===== src/design/tpu_pkg.sv =====
// Data service package: shared word types, command fields, memory request and FSM states
`default_nettype none

package tpu_pkg;

	////////////////////////////////////////////////////////////////////////////
	// Word widths
	////////////////////////////////////////////////////////////////////////////

	typedef logic [31:0]	data_t;
	typedef logic [9:0]		addr_t;
	typedef logic [15:0]	length_t;
	typedef logic [7:0]		stride_t;

	// Command word layout
	localparam int CMD_DIR_BIT		= 0;
	localparam int CMD_STRIDE_LSB	= 8;
	localparam int CMD_STRIDE_MSB	= 15;

	////////////////////////////////////////////////////////////////////////////
	// Transfer descriptor and memory request
	////////////////////////////////////////////////////////////////////////////

	// direction high means load (memory to extern)
	typedef struct packed {
		logic		direction;
		stride_t	stride;
		length_t	length;
		addr_t		base;
	} descriptor_t;

	typedef struct packed {
		logic		write;
		addr_t		addr;
		data_t		data;
	} mem_req_t;

	// Header capture states
	typedef enum logic [1:0] {
		HEADER_COMMAND,
		HEADER_LENGTH,
		HEADER_BASE,
		HEADER_ACTIVE
	} header_state_t;

	// Service states
	typedef enum logic [1:0] {
		SERVICE_IDLE,
		SERVICE_STORE,
		SERVICE_LOAD,
		SERVICE_DRAIN
	} service_state_t;

endpackage

`default_nettype wire


===== src/design/service_descriptor.sv =====
// Descriptor capture: takes command, length and base words, then passes data words to the service
`default_nettype none

module service_descriptor (
	input	logic					clock,
	input	logic					reset,
	input	logic					in_valid,
	input	tpu_pkg::data_t			in_data,
	output	logic					in_ready,
	output	logic					desc_valid,
	output	tpu_pkg::descriptor_t	desc,
	output	logic					word_valid,
	output	tpu_pkg::data_t			word_data,
	input	logic					word_ready,
	input	logic					service_done
);

	tpu_pkg::header_state_t state;
	logic active;

	assign active = (state == tpu_pkg::HEADER_ACTIVE);

	// Header words are always taken; data words follow the service
	assign in_ready		= active ? word_ready : 1'b1;
	assign word_valid	= in_valid && active;
	assign word_data	= in_data;

	always_ff @(posedge clock) begin
		if (reset) begin
			state		<= tpu_pkg::HEADER_COMMAND;
			desc_valid	<= 1'b0;
		end else begin
			case (state)
				tpu_pkg::HEADER_COMMAND: begin
					if (in_valid) state <= tpu_pkg::HEADER_LENGTH;
				end
				tpu_pkg::HEADER_LENGTH: begin
					if (in_valid) state <= tpu_pkg::HEADER_BASE;
				end
				tpu_pkg::HEADER_BASE: begin
					if (in_valid) begin
						state		<= tpu_pkg::HEADER_ACTIVE;
						desc_valid	<= 1'b1;
					end
				end
				default: begin
					if (service_done) begin
						state		<= tpu_pkg::HEADER_COMMAND;
						desc_valid	<= 1'b0;
					end
				end
			endcase
		end
	end

	// Descriptor fields
	always_ff @(posedge clock) begin
		if (in_valid) begin
			case (state)
				tpu_pkg::HEADER_COMMAND: begin
					desc.direction	<= in_data[tpu_pkg::CMD_DIR_BIT];
					desc.stride		<= in_data[tpu_pkg::CMD_STRIDE_MSB:tpu_pkg::CMD_STRIDE_LSB];
				end
				tpu_pkg::HEADER_LENGTH:	desc.length <= tpu_pkg::length_t'(in_data);
				tpu_pkg::HEADER_BASE:	desc.base <= tpu_pkg::addr_t'(in_data);
				default: ;
			endcase
		end
	end

	// Service relies on a steady descriptor for the whole transfer
	a_desc_stable: assert property (@(posedge clock) disable iff (reset)
		desc_valid |=> !desc_valid || $stable(desc));

endmodule

`default_nettype wire


===== config.mk =====
export PLATFORM = sky130hd
export DESIGN_NAME = service_descriptor
export DESIGN_NICKNAME = d
export VERILOG_FILES = /design/src/design/tpu_pkg.sv /design/src/design/service_descriptor.sv
export SDC_FILE = /design/constraint.sdc
export NUM_CORES = 1
export LEC_CHECK = 0
export ABC_AREA = 1
export BUFFER_PORTS_ARGS = -buffer_cell sky130_fd_sc_hd__buf_2
export CAP_MARGIN = 20
export CORE_UTILIZATION = 33
export CTS_BUF_LIST = sky130_fd_sc_hd__clkbuf_4
export CTS_CLUSTER_DIAMETER = 50
export DETAILED_ROUTE_END_ITERATION = 10
export GPL_TIMING_DRIVEN = 0
export PLACE_DENSITY = 0.65
export SYNTH_ARGS = -nofsm -noshare
export SYNTH_HDL_FRONTEND = slang
export SYNTH_SLANG_ARGS = --single-unit

===== constraint.sdc =====
create_clock -name clock -period 1.88 [get_ports clock]
set_input_delay 0.094 -clock clock [delete_from_list [all_inputs] [get_ports clock]]
set_output_delay 0.094 -clock clock [all_outputs]
set_load 0.01 [all_outputs]

### Yosys cells after proc, flatten, opt, wreduce, memory -nomap -nowiden

Index checks and enable logic that the tools add are counted.

* equality and inequality tests: 6
* muxes and demuxes: 9
* bitwise operators: 1
* reductions and logical operators: 10

Operators with widths (count)
* $mux 2: 4
* $ne 2x2->1 const B: 3
* $pmux 2 s3: 1
* $reduce_and 2->1: 3
* $eq 2x2->1 const B: 2
* $reduce_and 4->1: 1
* $reduce_bool 4->1: 1
* $mux 1: 3
* $reduce_and 3->1: 1
* $eq 2x1->1 const B: 1
* $logic_not 2->1: 1
* $pmux 1 s2: 1
* $reduce_bool 2->1: 1
* $reduce_or 2->1: 1
* $logic_and 1x1->1: 1
* $not 1->1: 1

* flip-flop bits (word level): 38
* input port bits: 37
* output and inout bits: 70
* logic and storage cells: 32

### Depth between registers and ports, before layout

Gate-level depths: netlist of the first run.

* depth in word-level cells: 4
* depth in mapped cells: 8
* gate-level depth less buffers: 8

### Least setup slack after synthesis of the first run

Ideal clock, no wire load.

* path kind: reg-to-reg
* start: register state[1]
* end: register desc[10] (netlist name) (enable)
* library setup time: 0.364 ns
* arrival: 1.010 ns
* data required time: 1.516 ns
* slack: 0.506 ns
* cell stages (with the launch flop): 5
* path buffers: 0
* clock period less this slack: 1.374 ns
* cells stage by stage: dfxtp_1 inv_1 ha_1 nand2_1 inv_1

* cells in the longest elaborated chain, start to end: 2

Ends and longest elaborated chain
* start: declaration: line service_descriptor.sv:18 `tpu_pkg::header_state_t state;`
* start signal: assignment: line service_descriptor.sv:30 `state <= tpu_pkg::HEADER_COMMAND;`
* start signal: assignment: line service_descriptor.sv:35 `if (in_valid) state <= tpu_pkg::HEADER_LENGTH;`
* start signal: assignment: line service_descriptor.sv:38 `if (in_valid) state <= tpu_pkg::HEADER_BASE;`
* $eq 2x1->1: line service_descriptor.sv:59 `case (state)`
* $reduce_and 2->1 (no source line)
* end: declaration: line service_descriptor.sv:11 `output tpu_pkg::descriptor_t desc,`

No other way between the ends.
A chain may end at the register's enable or synchronous reset.

### Final worst setup path of the first run

* start: register state[1]
* end: register desc[15] (netlist name) (enable)

The elaborated chain is that of the path after synthesis.

==> flow_metrics.env, run 1 <==
export IMPL_cts_resized=0
export IMPL_p_leak_nw=1.16
export IMPL_period_needed_ps=1650
export IMPL_yosys_area_top_type="edfxtp_1"
export IMPL_synth_top_area_share_pct=65.0
export IMPL_syn_nets=160
export IMPL_overflow=0
export IMPL_netlist_top_cells_area="edfxtp_1 65%, buf_4 15%, ha_1 6.2%"
export IMPL_status="complete, no violations"
export IMPL_fillers=421
export IMPL_hold_slack_ps=146
export IMPL_dp_hpwl_mm=2.16
export IMPL_drtPass1Iterations=2
export IMPL_syn_instance_count=115
export IMPL_maxCapViolCount=0
export IMPL_grt_pass1_vias=972
export IMPL_clkSinkCount=38
export IMPL_avgViaCountPerCell=4.01
export IMPL_final_common_cell="buf_2"
export IMPL_ant_nets=0
export IMPL_fmaxAchievable_mhz=605
export IMPL_endpoint_kind="register"
export IMPL_avgRoutedWirePerCell_um=10.6
export IMPL_slew_headroom_pct=54.5
export IMPL_hp_class="input port to register"
export IMPL_hold_violations=0
export IMPL_skew_ps=10.9
export IMPL_netlist_area_mm2=0.00162
export IMPL_arrival_ps=1620
export IMPL_final_max_slew_viol_count=0
export IMPL_initial_core_util_pct=34.2
export IMPL_synth_warning_count=0
export IMPL_antenna_found_initial=0
export IMPL_fp_dieW_um=72.0
export IMPL_rsz0062_at_grt="false"
export IMPL_post_place_ws_ps=202
export IMPL_synth_yosys_seq_area_share_pct=68.7
export IMPL_grt_first_pass_wirelength_mm=4.34
export IMPL_dr_total_vias=1190
export IMPL_clk_pin_slew_worst_paths_ps=120
export IMPL_crit_fanout=16
export IMPL_rows=25
export IMPL_diodes=0
export IMPL_portBuffers=90
export IMPL_r2r_end="desc[15]"
export IMPL_drive_gt1_share_pct=58.7
export IMPL_worstReg2RegStart="state[1]"
export IMPL_period_share_pct=87.9
export IMPL_gp_congestion=0.749
export IMPL_first_iter_violations=40
export IMPL_grtUsageTotal_pct=11.4
export IMPL_htree_num_levels=2
export IMPL_die_area_mm2=0.00518
export IMPL_cts_root_buf="clkbuf_4"
export IMPL_die_h_um=72.0
export IMPL_critPathKind="register to register"
export IMPL_syn_to_final_growth_pct=50.2
export IMPL_numCtsBuffers=5
export IMPL_r2r_slack_ps=230
export IMPL_setup_slack_ps=228
export IMPL_avgSynthCellArea_um2=14.1
export IMPL_fin_tns_setup_ps=0
export IMPL_finalSetupViolCount=0
export IMPL_tightest_slew_ps=682
export IMPL_grt_max_degree=17
export IMPL_vdd_drop_max_mv=0.491
export IMPL_drc=0
export IMPL_cts_tree="built"
export IMPL_required_ps=1850
export IMPL_power_density_mw_per_mm2=1050
export IMPL_synth_distinct_cells=14
export IMPL_clk_latency_ps=330
export IMPL_ios=107
export IMPL_crit_path_end="desc[15]"
export IMPL_fin_nets=274
export IMPL_worst_r2r_path_depth=4
export IMPL_most_common_layout_cells="90 x buf_2, 35 x edfxtp_1, 32 x buf_4, 17 x dlygate4sd3_1"
export IMPL_core_area_mm2=0.00472
export IMPL_worst_setup_path_start_kind="register"
export IMPL_clk_path_buf_depth=2
export IMPL_synth_seq_cells=38
export IMPL_drt_wl_total_mm=3.15
export IMPL_startpoint="state[1]"
==> sequential cells by signal, summed over array words and instances (netlist names) <==
| name | cells |
|---|---|
| desc | 35 |
| state | 2 |
| desc_valid | 1 |
==> layout make-up <==
class	count	area [um^2]	share of cell area [%]
Tap cell	67	83.8	3.45
Timing Repair Buffer	107	621	25.6
Multi-Input combinational cell	32	216	8.92
Clock buffer	5	37.5	1.55
Sequential cell	38	1110	45.8
Buffer	32	240	9.90
Clock inverter	3	68.8	2.84
Inverter	13	48.8	2.01
==> kinds of logic after synthesis <==
logic type      after synthesis  share of synthesized area, %
simple gates                 19                          5.50
fa+ha+maj                     8                          6.19
flops                        38                          68.7
buf+inv                      45                          17.9
compound gates                5                          1.70
==> critical path, cell delays in order (launching register included) <==
cell     delay, ps
dfxtp_1        400
inv_1          140
ha_1           190
nand2_1         60
inv_1          500
==> worst min-delay path by stage <==
| stage | startpoint | to | slack, ps | cells past startpoint |
|---|---|---|---|---|
| after global routing | service_done | state[1] | 170 | 5 |
| final | service_done | state[0] | 150 | 5 |
| after floorplan | in_data[0] | desc[0] | 190 | 0 |
| after global placement | in_data[10] | desc[28] | 300 | 1 |
| after detailed placement | in_data[10] | desc[20] | 300 | 1 |
| after CTS | service_done | state[0] | 140 | 5 |
==> metrics by stage <==
stage | total power, mW | utilization, % | instances | instance area, um^2
final | 2.55 | 51.4 | 297 | 2430
after global routing | 2.71 | 51.4 | 297 | 2430
after CTS | 2.58 | 51.4 | 297 | 2430
after detailed placement | 1.86 | 45.5 | 272 | 2150
after global placement | 1.86 | 45.5 | 272 | 2150
after floorplan | 1.62 | - | 115 | 1620
==> synth_stat cells <==
library cell  instances
ha_1                  8
edfxtp_1             35
nand3_1               3
o21ai_1               1
nor2_4                1
dfxtp_1               3
o21bai_1              1
buf_4                32
nand2_1              10
a21oi_1               3
inv_2                 3
nor2_1                4
nand3_2               1
inv_1                10
==> where the power goes <==
part           internal, mW  switching (mW)
registers              1.09          0.0574
clock network         0.416           0.277
logic                 0.298           0.407
==> per-layer routing <==
layer | GRT usage, % | routed length [um] | vias to the layer above
li1 | - | - | 576
met1 | 11.5 | 1160 | 527
met2 | 22.1 | 1660 | 84
met3 | 4.31 | 315 | 3
met4 | 2.61 | 22 | 0
met5 | 0 | 0 | -
==> repair_timing <==
action                    in CTS  in global routing
hold endpoints to repair      38                  0
hold buffers                  17                  0
buffers inserted               0                  0
Note: power is estimated with default switching activity, not from simulation.
==> run 2: changes to the inputs <==
- SETUP_SLACK_MARGIN: unset -> 0.5
==> flow_metrics.env, run 2 (same netlist as run 1, synthesis figures left out) <==
export IMPL_status="complete, no violations"
export IMPL_clk_latency_ps=340
export IMPL_crit_family="flip-flops"
export IMPL_skew_ps=5.72
export IMPL_grt_first_pass_wirelength_mm=4.40
export IMPL_ant_nets=0
export IMPL_avgRoutedWirePerCell_um=10.8
export IMPL_final_max_slew_viol_count=0
export IMPL_required_ps=1950
export IMPL_clk_path_buf_depth=2
export IMPL_rsz0062_at_grt="true"
export IMPL_grtUsageTotal_pct=11.6
export IMPL_period_share_pct=70.0
export IMPL_grt_max_degree=17
export IMPL_worst_setup_path_start_kind="register"
export IMPL_critPathKind="register to register"
export IMPL_crit_chain="inv_1 -> ha_2 -> nand2_2 -> clkinvlp_4"
export IMPL_path_buf_inv=2
export IMPL_tightest_slew_ps=170
export IMPL_antenna_found_initial=0
export IMPL_largest_register_ffs=35
export IMPL_avgViaCountPerCell=3.99
export IMPL_diodes=0
export IMPL_syn_to_final_growth_pct=54.7
export IMPL_dr_total_vias=1196
export IMPL_ios=107
export IMPL_power_density_mw_per_mm2=1060
export IMPL_period_needed_ps=1320
export IMPL_drtPass1Iterations=2
export IMPL_fp_dieW_um=72.0
export IMPL_portBuffers=90
export IMPL_clk_pin_slew_worst_paths_ps=110
export IMPL_regMostFlops="desc"
export IMPL_initial_core_util_pct=34.2
export IMPL_slowest_delay_ps=400
export IMPL_fin_nets=277
export IMPL_die_area_mm2=0.00518
export IMPL_most_common_layout_cells="90 x buf_2, 35 x edfxtp_1, 32 x buf_4, 17 x dlygate4sd3_1, 7 x nand2_1"
export IMPL_slowest_stage="dfxtp_4"
export IMPL_die_h_um=72.0
export IMPL_rows=25
export IMPL_vdd_drop_max_mv=0.511
export IMPL_overflow=0
export IMPL_endpoint_kind="register"
export IMPL_gp_congestion=0.749
export IMPL_fin_tns_setup_ps=0
export IMPL_arrival_ps=1390
export IMPL_placed_cell_area_mm2=0.00215
export IMPL_hold_violations=0
export IMPL_drt_wl_total_mm=3.24
export IMPL_cts_tree="built"
export IMPL_p_leak_nw=1.14
export IMPL_first_iter_violations=29
export IMPL_dp_hpwl_mm=2.16
export IMPL_core_area_mm2=0.00472
export IMPL_finalSetupViolCount=0
export IMPL_crit_fanout=6
export IMPL_cts_root_buf="clkbuf_4"
export IMPL_hp_class="input port to register"
export IMPL_numCtsBuffers=5
export IMPL_htree_num_levels=2
export IMPL_maxCapViolCount=0
export IMPL_design_area_mm2=0.00250
export IMPL_drive_gt1_share_pct=64.8
export IMPL_fmaxAchievable_mhz=760
export IMPL_slew_headroom_pct=88.6
export IMPL_reg_top3="desc (35), state (2), desc_valid (1)"
export IMPL_drc=0
export IMPL_final_common_cell="buf_2"
export IMPL_grt_pass1_vias=981
export IMPL_clkSinkCount=38
[run 2: layout make-up]
class,count,area (um^2)
Timing Repair inverter,2,15.0
Multi-Input combinational cell,32,236
Clock inverter,3,68.8
Clock buffer,5,37.5
Fill cell,415,2220
Buffer,32,240
Tap cell,67,83.8
Sequential cell,38,1120
Inverter,13,60.1
Timing Repair Buffer,108,641
[run 2: metal layers]
metal	up-vias	track usage [%]	part of all wire (%)
met5	-	0	0
met4	0	2.61	0.74
met3	3	4.31	9.6
met2	84	22.2	53
met1	527	12.1	37
li1	582	-	-
[run 2: path summary, 6_finish.rpt]
| check | startpoint | endpoint | slack [ps] | cells after the start |
|---|---|---|---|---|
| setup / recovery | state[0] | desc[5] | 560 | 4 |
| hold / removal | service_done | state[0] | 160 | 5 |
| setup reg to reg | state[0] | desc[5] | 560 | 4 |
| hold reg to reg | desc_valid | desc_valid | 510 | 2 |
[run 2: worst register-to-register path: cells and delay by family, from the launching register on]
kind	cells	cell delay, ps
buffers and inverters	2	280
adder cells (fa/ha/maj)	1	220
AND/OR/NAND/NOR	1	150
flip-flops	1	400
[run 2: what timing repair did]
action	in CTS	in global routing
hold buffers	17	0
gates resized for setup	7	10
hold endpoints to repair	38	0
buffers inserted	1	0
gates cloned	1	1
setup endpoints to repair	37	38
[run 2: power breakdown]
part / switching [mW] / internal, mW / total, mW
clock network: 0.275 / 0.416 / 0.692
registers: 0.0612 / 1.10 / 1.17
logic: 0.452 / 0.346 / 0.799
[run 2: per-stage QoR]
| stage | hold WS, ps | std cells | util (%) | setup slack [ps] | power [mW] |
|---|---|---|---|---|---|
| 2_1_floorplan | 193 | 115 | - | 506 | 1.62 |
| 3_3_place_gp | 298 | 272 | 45.5 | 219 | 1.86 |
| 3_5_place_dp | 301 | 272 | 45.5 | 202 | 1.86 |
| 4_1_cts | 139 | 299 | 52.3 | 494 | 2.63 |
| 5_1_grt | 173 | 300 | 53.0 | 483 | 2.82 |
| 6_report | 156 | 300 | 53.0 | 565 | 2.66 |
==> run 3: changes to the inputs <==
- ABC_AREA: 1 -> 0
- PLACE_DENSITY: 0.65 -> 0.67
- clock period: 1.88 -> 1.2 ns (I/O delays scaled with it)
==> flow_metrics.env, run 3 <==
export IMPL_clk_pin_slew_worst_paths_ps=110
export IMPL_power_density_mw_per_mm2=1570
export IMPL_synth_most_common_cell="edfxtp_1"
export IMPL_avgRoutedWirePerCell_um=11.0
export IMPL_rsz0062_at_grt="true"
export IMPL_netlist_top_cells_area="edfxtp_1 65%, buf_4 15%, ha_1 6.2%"
export IMPL_total_power_mw=4.06
export IMPL_die_h_um=71.8
export IMPL_drtPass1Iterations=3
export IMPL_required_ps=1430
export IMPL_multi_input_area_um2=337
export IMPL_final_max_slew_viol_count=0
export IMPL_critPathKind="register to register"
export IMPL_p_leak_nw=1.17
export IMPL_ios=107
export IMPL_dp_hpwl_mm=2.11
export IMPL_die_area_mm2=0.00516
export IMPL_synth_edf_count=35
export IMPL_period_share_pct=118
export IMPL_fin_util_pct=55.0
export IMPL_r2r_slack_ps=-220
export IMPL_slowest_stage="dfxtp_4"
export IMPL_synth_distinct_cells=18
export IMPL_crit_chain="inv_6 -> ha_4 -> nor3_4 -> a2bb2oi_2 -> mux2_4"
export IMPL_crit_family="flip-flops"
export IMPL_finalSetupViolCount=35
export IMPL_arrival_ps=1640
export IMPL_worst_r2r_path_depth=5
export IMPL_gp_congestion=0.740
export IMPL_final_seq_area_mm2=0.00112
export IMPL_tightest_slew_ps=182
export IMPL_final_common_cell="buf_2"
export IMPL_rows=25
export IMPL_clk_latency_ps=330
export IMPL_synth_warning_count=0
export IMPL_synth_seq_cells=38
export IMPL_portBuffers=90
export IMPL_endpoint_kind="register"
export IMPL_reg_top3="desc (35), state (2), desc_valid (1)"
export IMPL_synthFlopType="edfxtp_1"
export IMPL_fp_dieW_um=71.8
export IMPL_syn_nets=145
export IMPL_worstReg2RegStart="state[1]"
export IMPL_clk_path_buf_depth=2
export IMPL_slowest_delay_ps=410
export IMPL_grt_max_degree=13
export IMPL_most_common_layout_cells="85 x buf_2, 37 x buf_4, 35 x edfxtp_1, 17 x dlygate4sd3_1, 10 x buf_6"
export IMPL_min_to="state[1]"
export IMPL_grt_pass1_vias=1003
export IMPL_htree_num_levels=2
export IMPL_maxCapViolCount=0
export IMPL_setup_slack_ps=-215
export IMPL_synth_common_cells="35 x edfxtp_1, 32 x buf_4, 8 x ha_1"
export IMPL_avgSynthCellArea_um2=16.1
export IMPL_skew_ps=3.77
export IMPL_first_iter_violations=34
export IMPL_r2r_end="state[0]"
export IMPL_drive_gt1_share_pct=70.6
export IMPL_diodes=0
export IMPL_fin_nets=272
export IMPL_status="complete, but fails checks"
export IMPL_synth_top_area_share_pct=65.3
export IMPL_cts_tree="built"
export IMPL_hold_violations=0
export IMPL_hp_class="input port to register"
export IMPL_hold_start="reset"
export IMPL_initial_core_util_pct=34.3
export IMPL_period_needed_ps=1420
export IMPL_syn_instance_count=100
export IMPL_ant_nets=0
export IMPL_grtUsageTotal_pct=11.9
export IMPL_fillers=411
export IMPL_path_buf_inv=1
export IMPL_yosys_area_top_type="edfxtp_1"
export IMPL_cts_root_buf="clkbuf_4"
export IMPL_netlist_area_mm2=0.00161
export IMPL_antenna_found_initial=0
export IMPL_avgViaCountPerCell=4.16
export IMPL_vdd_drop_max_mv=0.998
export IMPL_slew_headroom_pct=87.8
export IMPL_failed_checks="setup timing"
export IMPL_grt_first_pass_wirelength_mm=4.60
export IMPL_hold_path_cell_count=3
export IMPL_dr_total_vias=1172
export IMPL_core_area_mm2=0.00469
export IMPL_overflow=0
export IMPL_clkSinkCount=38
export IMPL_syn_to_final_growth_pct=60.4
export IMPL_regMostFlops="desc"
export IMPL_crit_fanout=4
export IMPL_drt_wl_total_mm=3.11
export IMPL_synth_yosys_seq_area_share_pct=69.1
export IMPL_largest_register_ffs=35
export IMPL_worst_setup_path_start_kind="register"
export IMPL_synth_async_reset_ratio_pct=0
export IMPL_fmaxAchievable_mhz=707
export IMPL_numCtsBuffers=5
export IMPL_drc=0
-- run 3: cell types whose count changed after synthesis, sizes merged, moves of 2 or more --
cell    previous run  this run
nand2             10         0
and2               0         4
mux2               0         2
a21oi              3         1
nand3              4         1
inv               13         2
nand2b             0         3
nor3               0         2
-- run 3: what timing repair did --
item                                    in CTS  in global routing
cloned                                       2                  1
endpoints found under the setup margin      76                 76
setup buffers                                7                  3
endpoints found under the hold margin       36                  0
hold buffers                                17                  0
resized for setup                           11                 10
pin swaps                                    4                  4
-- run 3: tightest hold or removal path, delay by kind of cell --
family	cells	cell delay [ps]
buf+inv	1	120
simple gates	1	100
mux	1	50
-- run 3: final cells by class --
cell class	instances	share of cell area [%]
Sequential cell	38	43.4
Tap cell	54	2.62
Buffer	32	9.31
Clock buffer	5	1.45
Clock inverter	3	0.630
Inverter	2	0.679
Multi-Input combinational cell	31	13.0
Timing Repair Buffer	117	28.9
-- run 3: worst max-delay path by stage --
stage | start | to | slack [ps] | cells past startpoint
after CTS | state[0] | state[0] | -210 | 5
after global routing | state[1] | state[0] | -260 | 5
final | state[1] | state[0] | -220 | 5
after global placement | state[0] | state[0] | -250 | 5
after detailed placement | state[0] | state[0] | -250 | 5
after floorplan | state[1] | state[0] | -170 | 5
-- run 3: stage by stage --
stage	setup TNS (ps)	cell area [um^2]	worst slack (ps)	cells	hold WS, ps
2_1_floorplan	-193	1660	-170	100	122
3_3_place_gp	-3190	2180	-251	244	264
3_5_place_dp	-3330	2180	-249	244	269
4_1_cts	-2750	2510	-207	278	26.4
5_1_grt	-4230	2580	-264	282	63.9
6_report	-3130	2580	-215	282	36.8
-- run 3: report_power, final --
part | total, mW | switching [mW] | internal, mW
clock | 0.617 | 0.399 | 0.218
sequential | 1.83 | 0.0990 | 1.73
combinational | 1.62 | 0.729 | 0.887
-- run 3: routing by layer --
layer,up-vias,share of wire [%],wire length (um),GRT usage (%)
li1,572,-,-,-
met1,518,40,1240,13.3
met2,78,51,1580,21.6
met3,4,8.3,258,4.22
met4,0,0.81,25,2.61
met5,-,0,0,0
-- run 3: cells by family after synthesis --
family / Yosys count / synth area share (%)
AND/OR/NAND/NOR: 14 / 4.98
buffers and inverters: 34 / 15.4
AO/OA/AOI/OAI: 3 / 2.10
multiplexers: 3 / 2.25
flip-flops: 38 / 69.1
adder cells (fa/ha/maj): 8 / 6.22
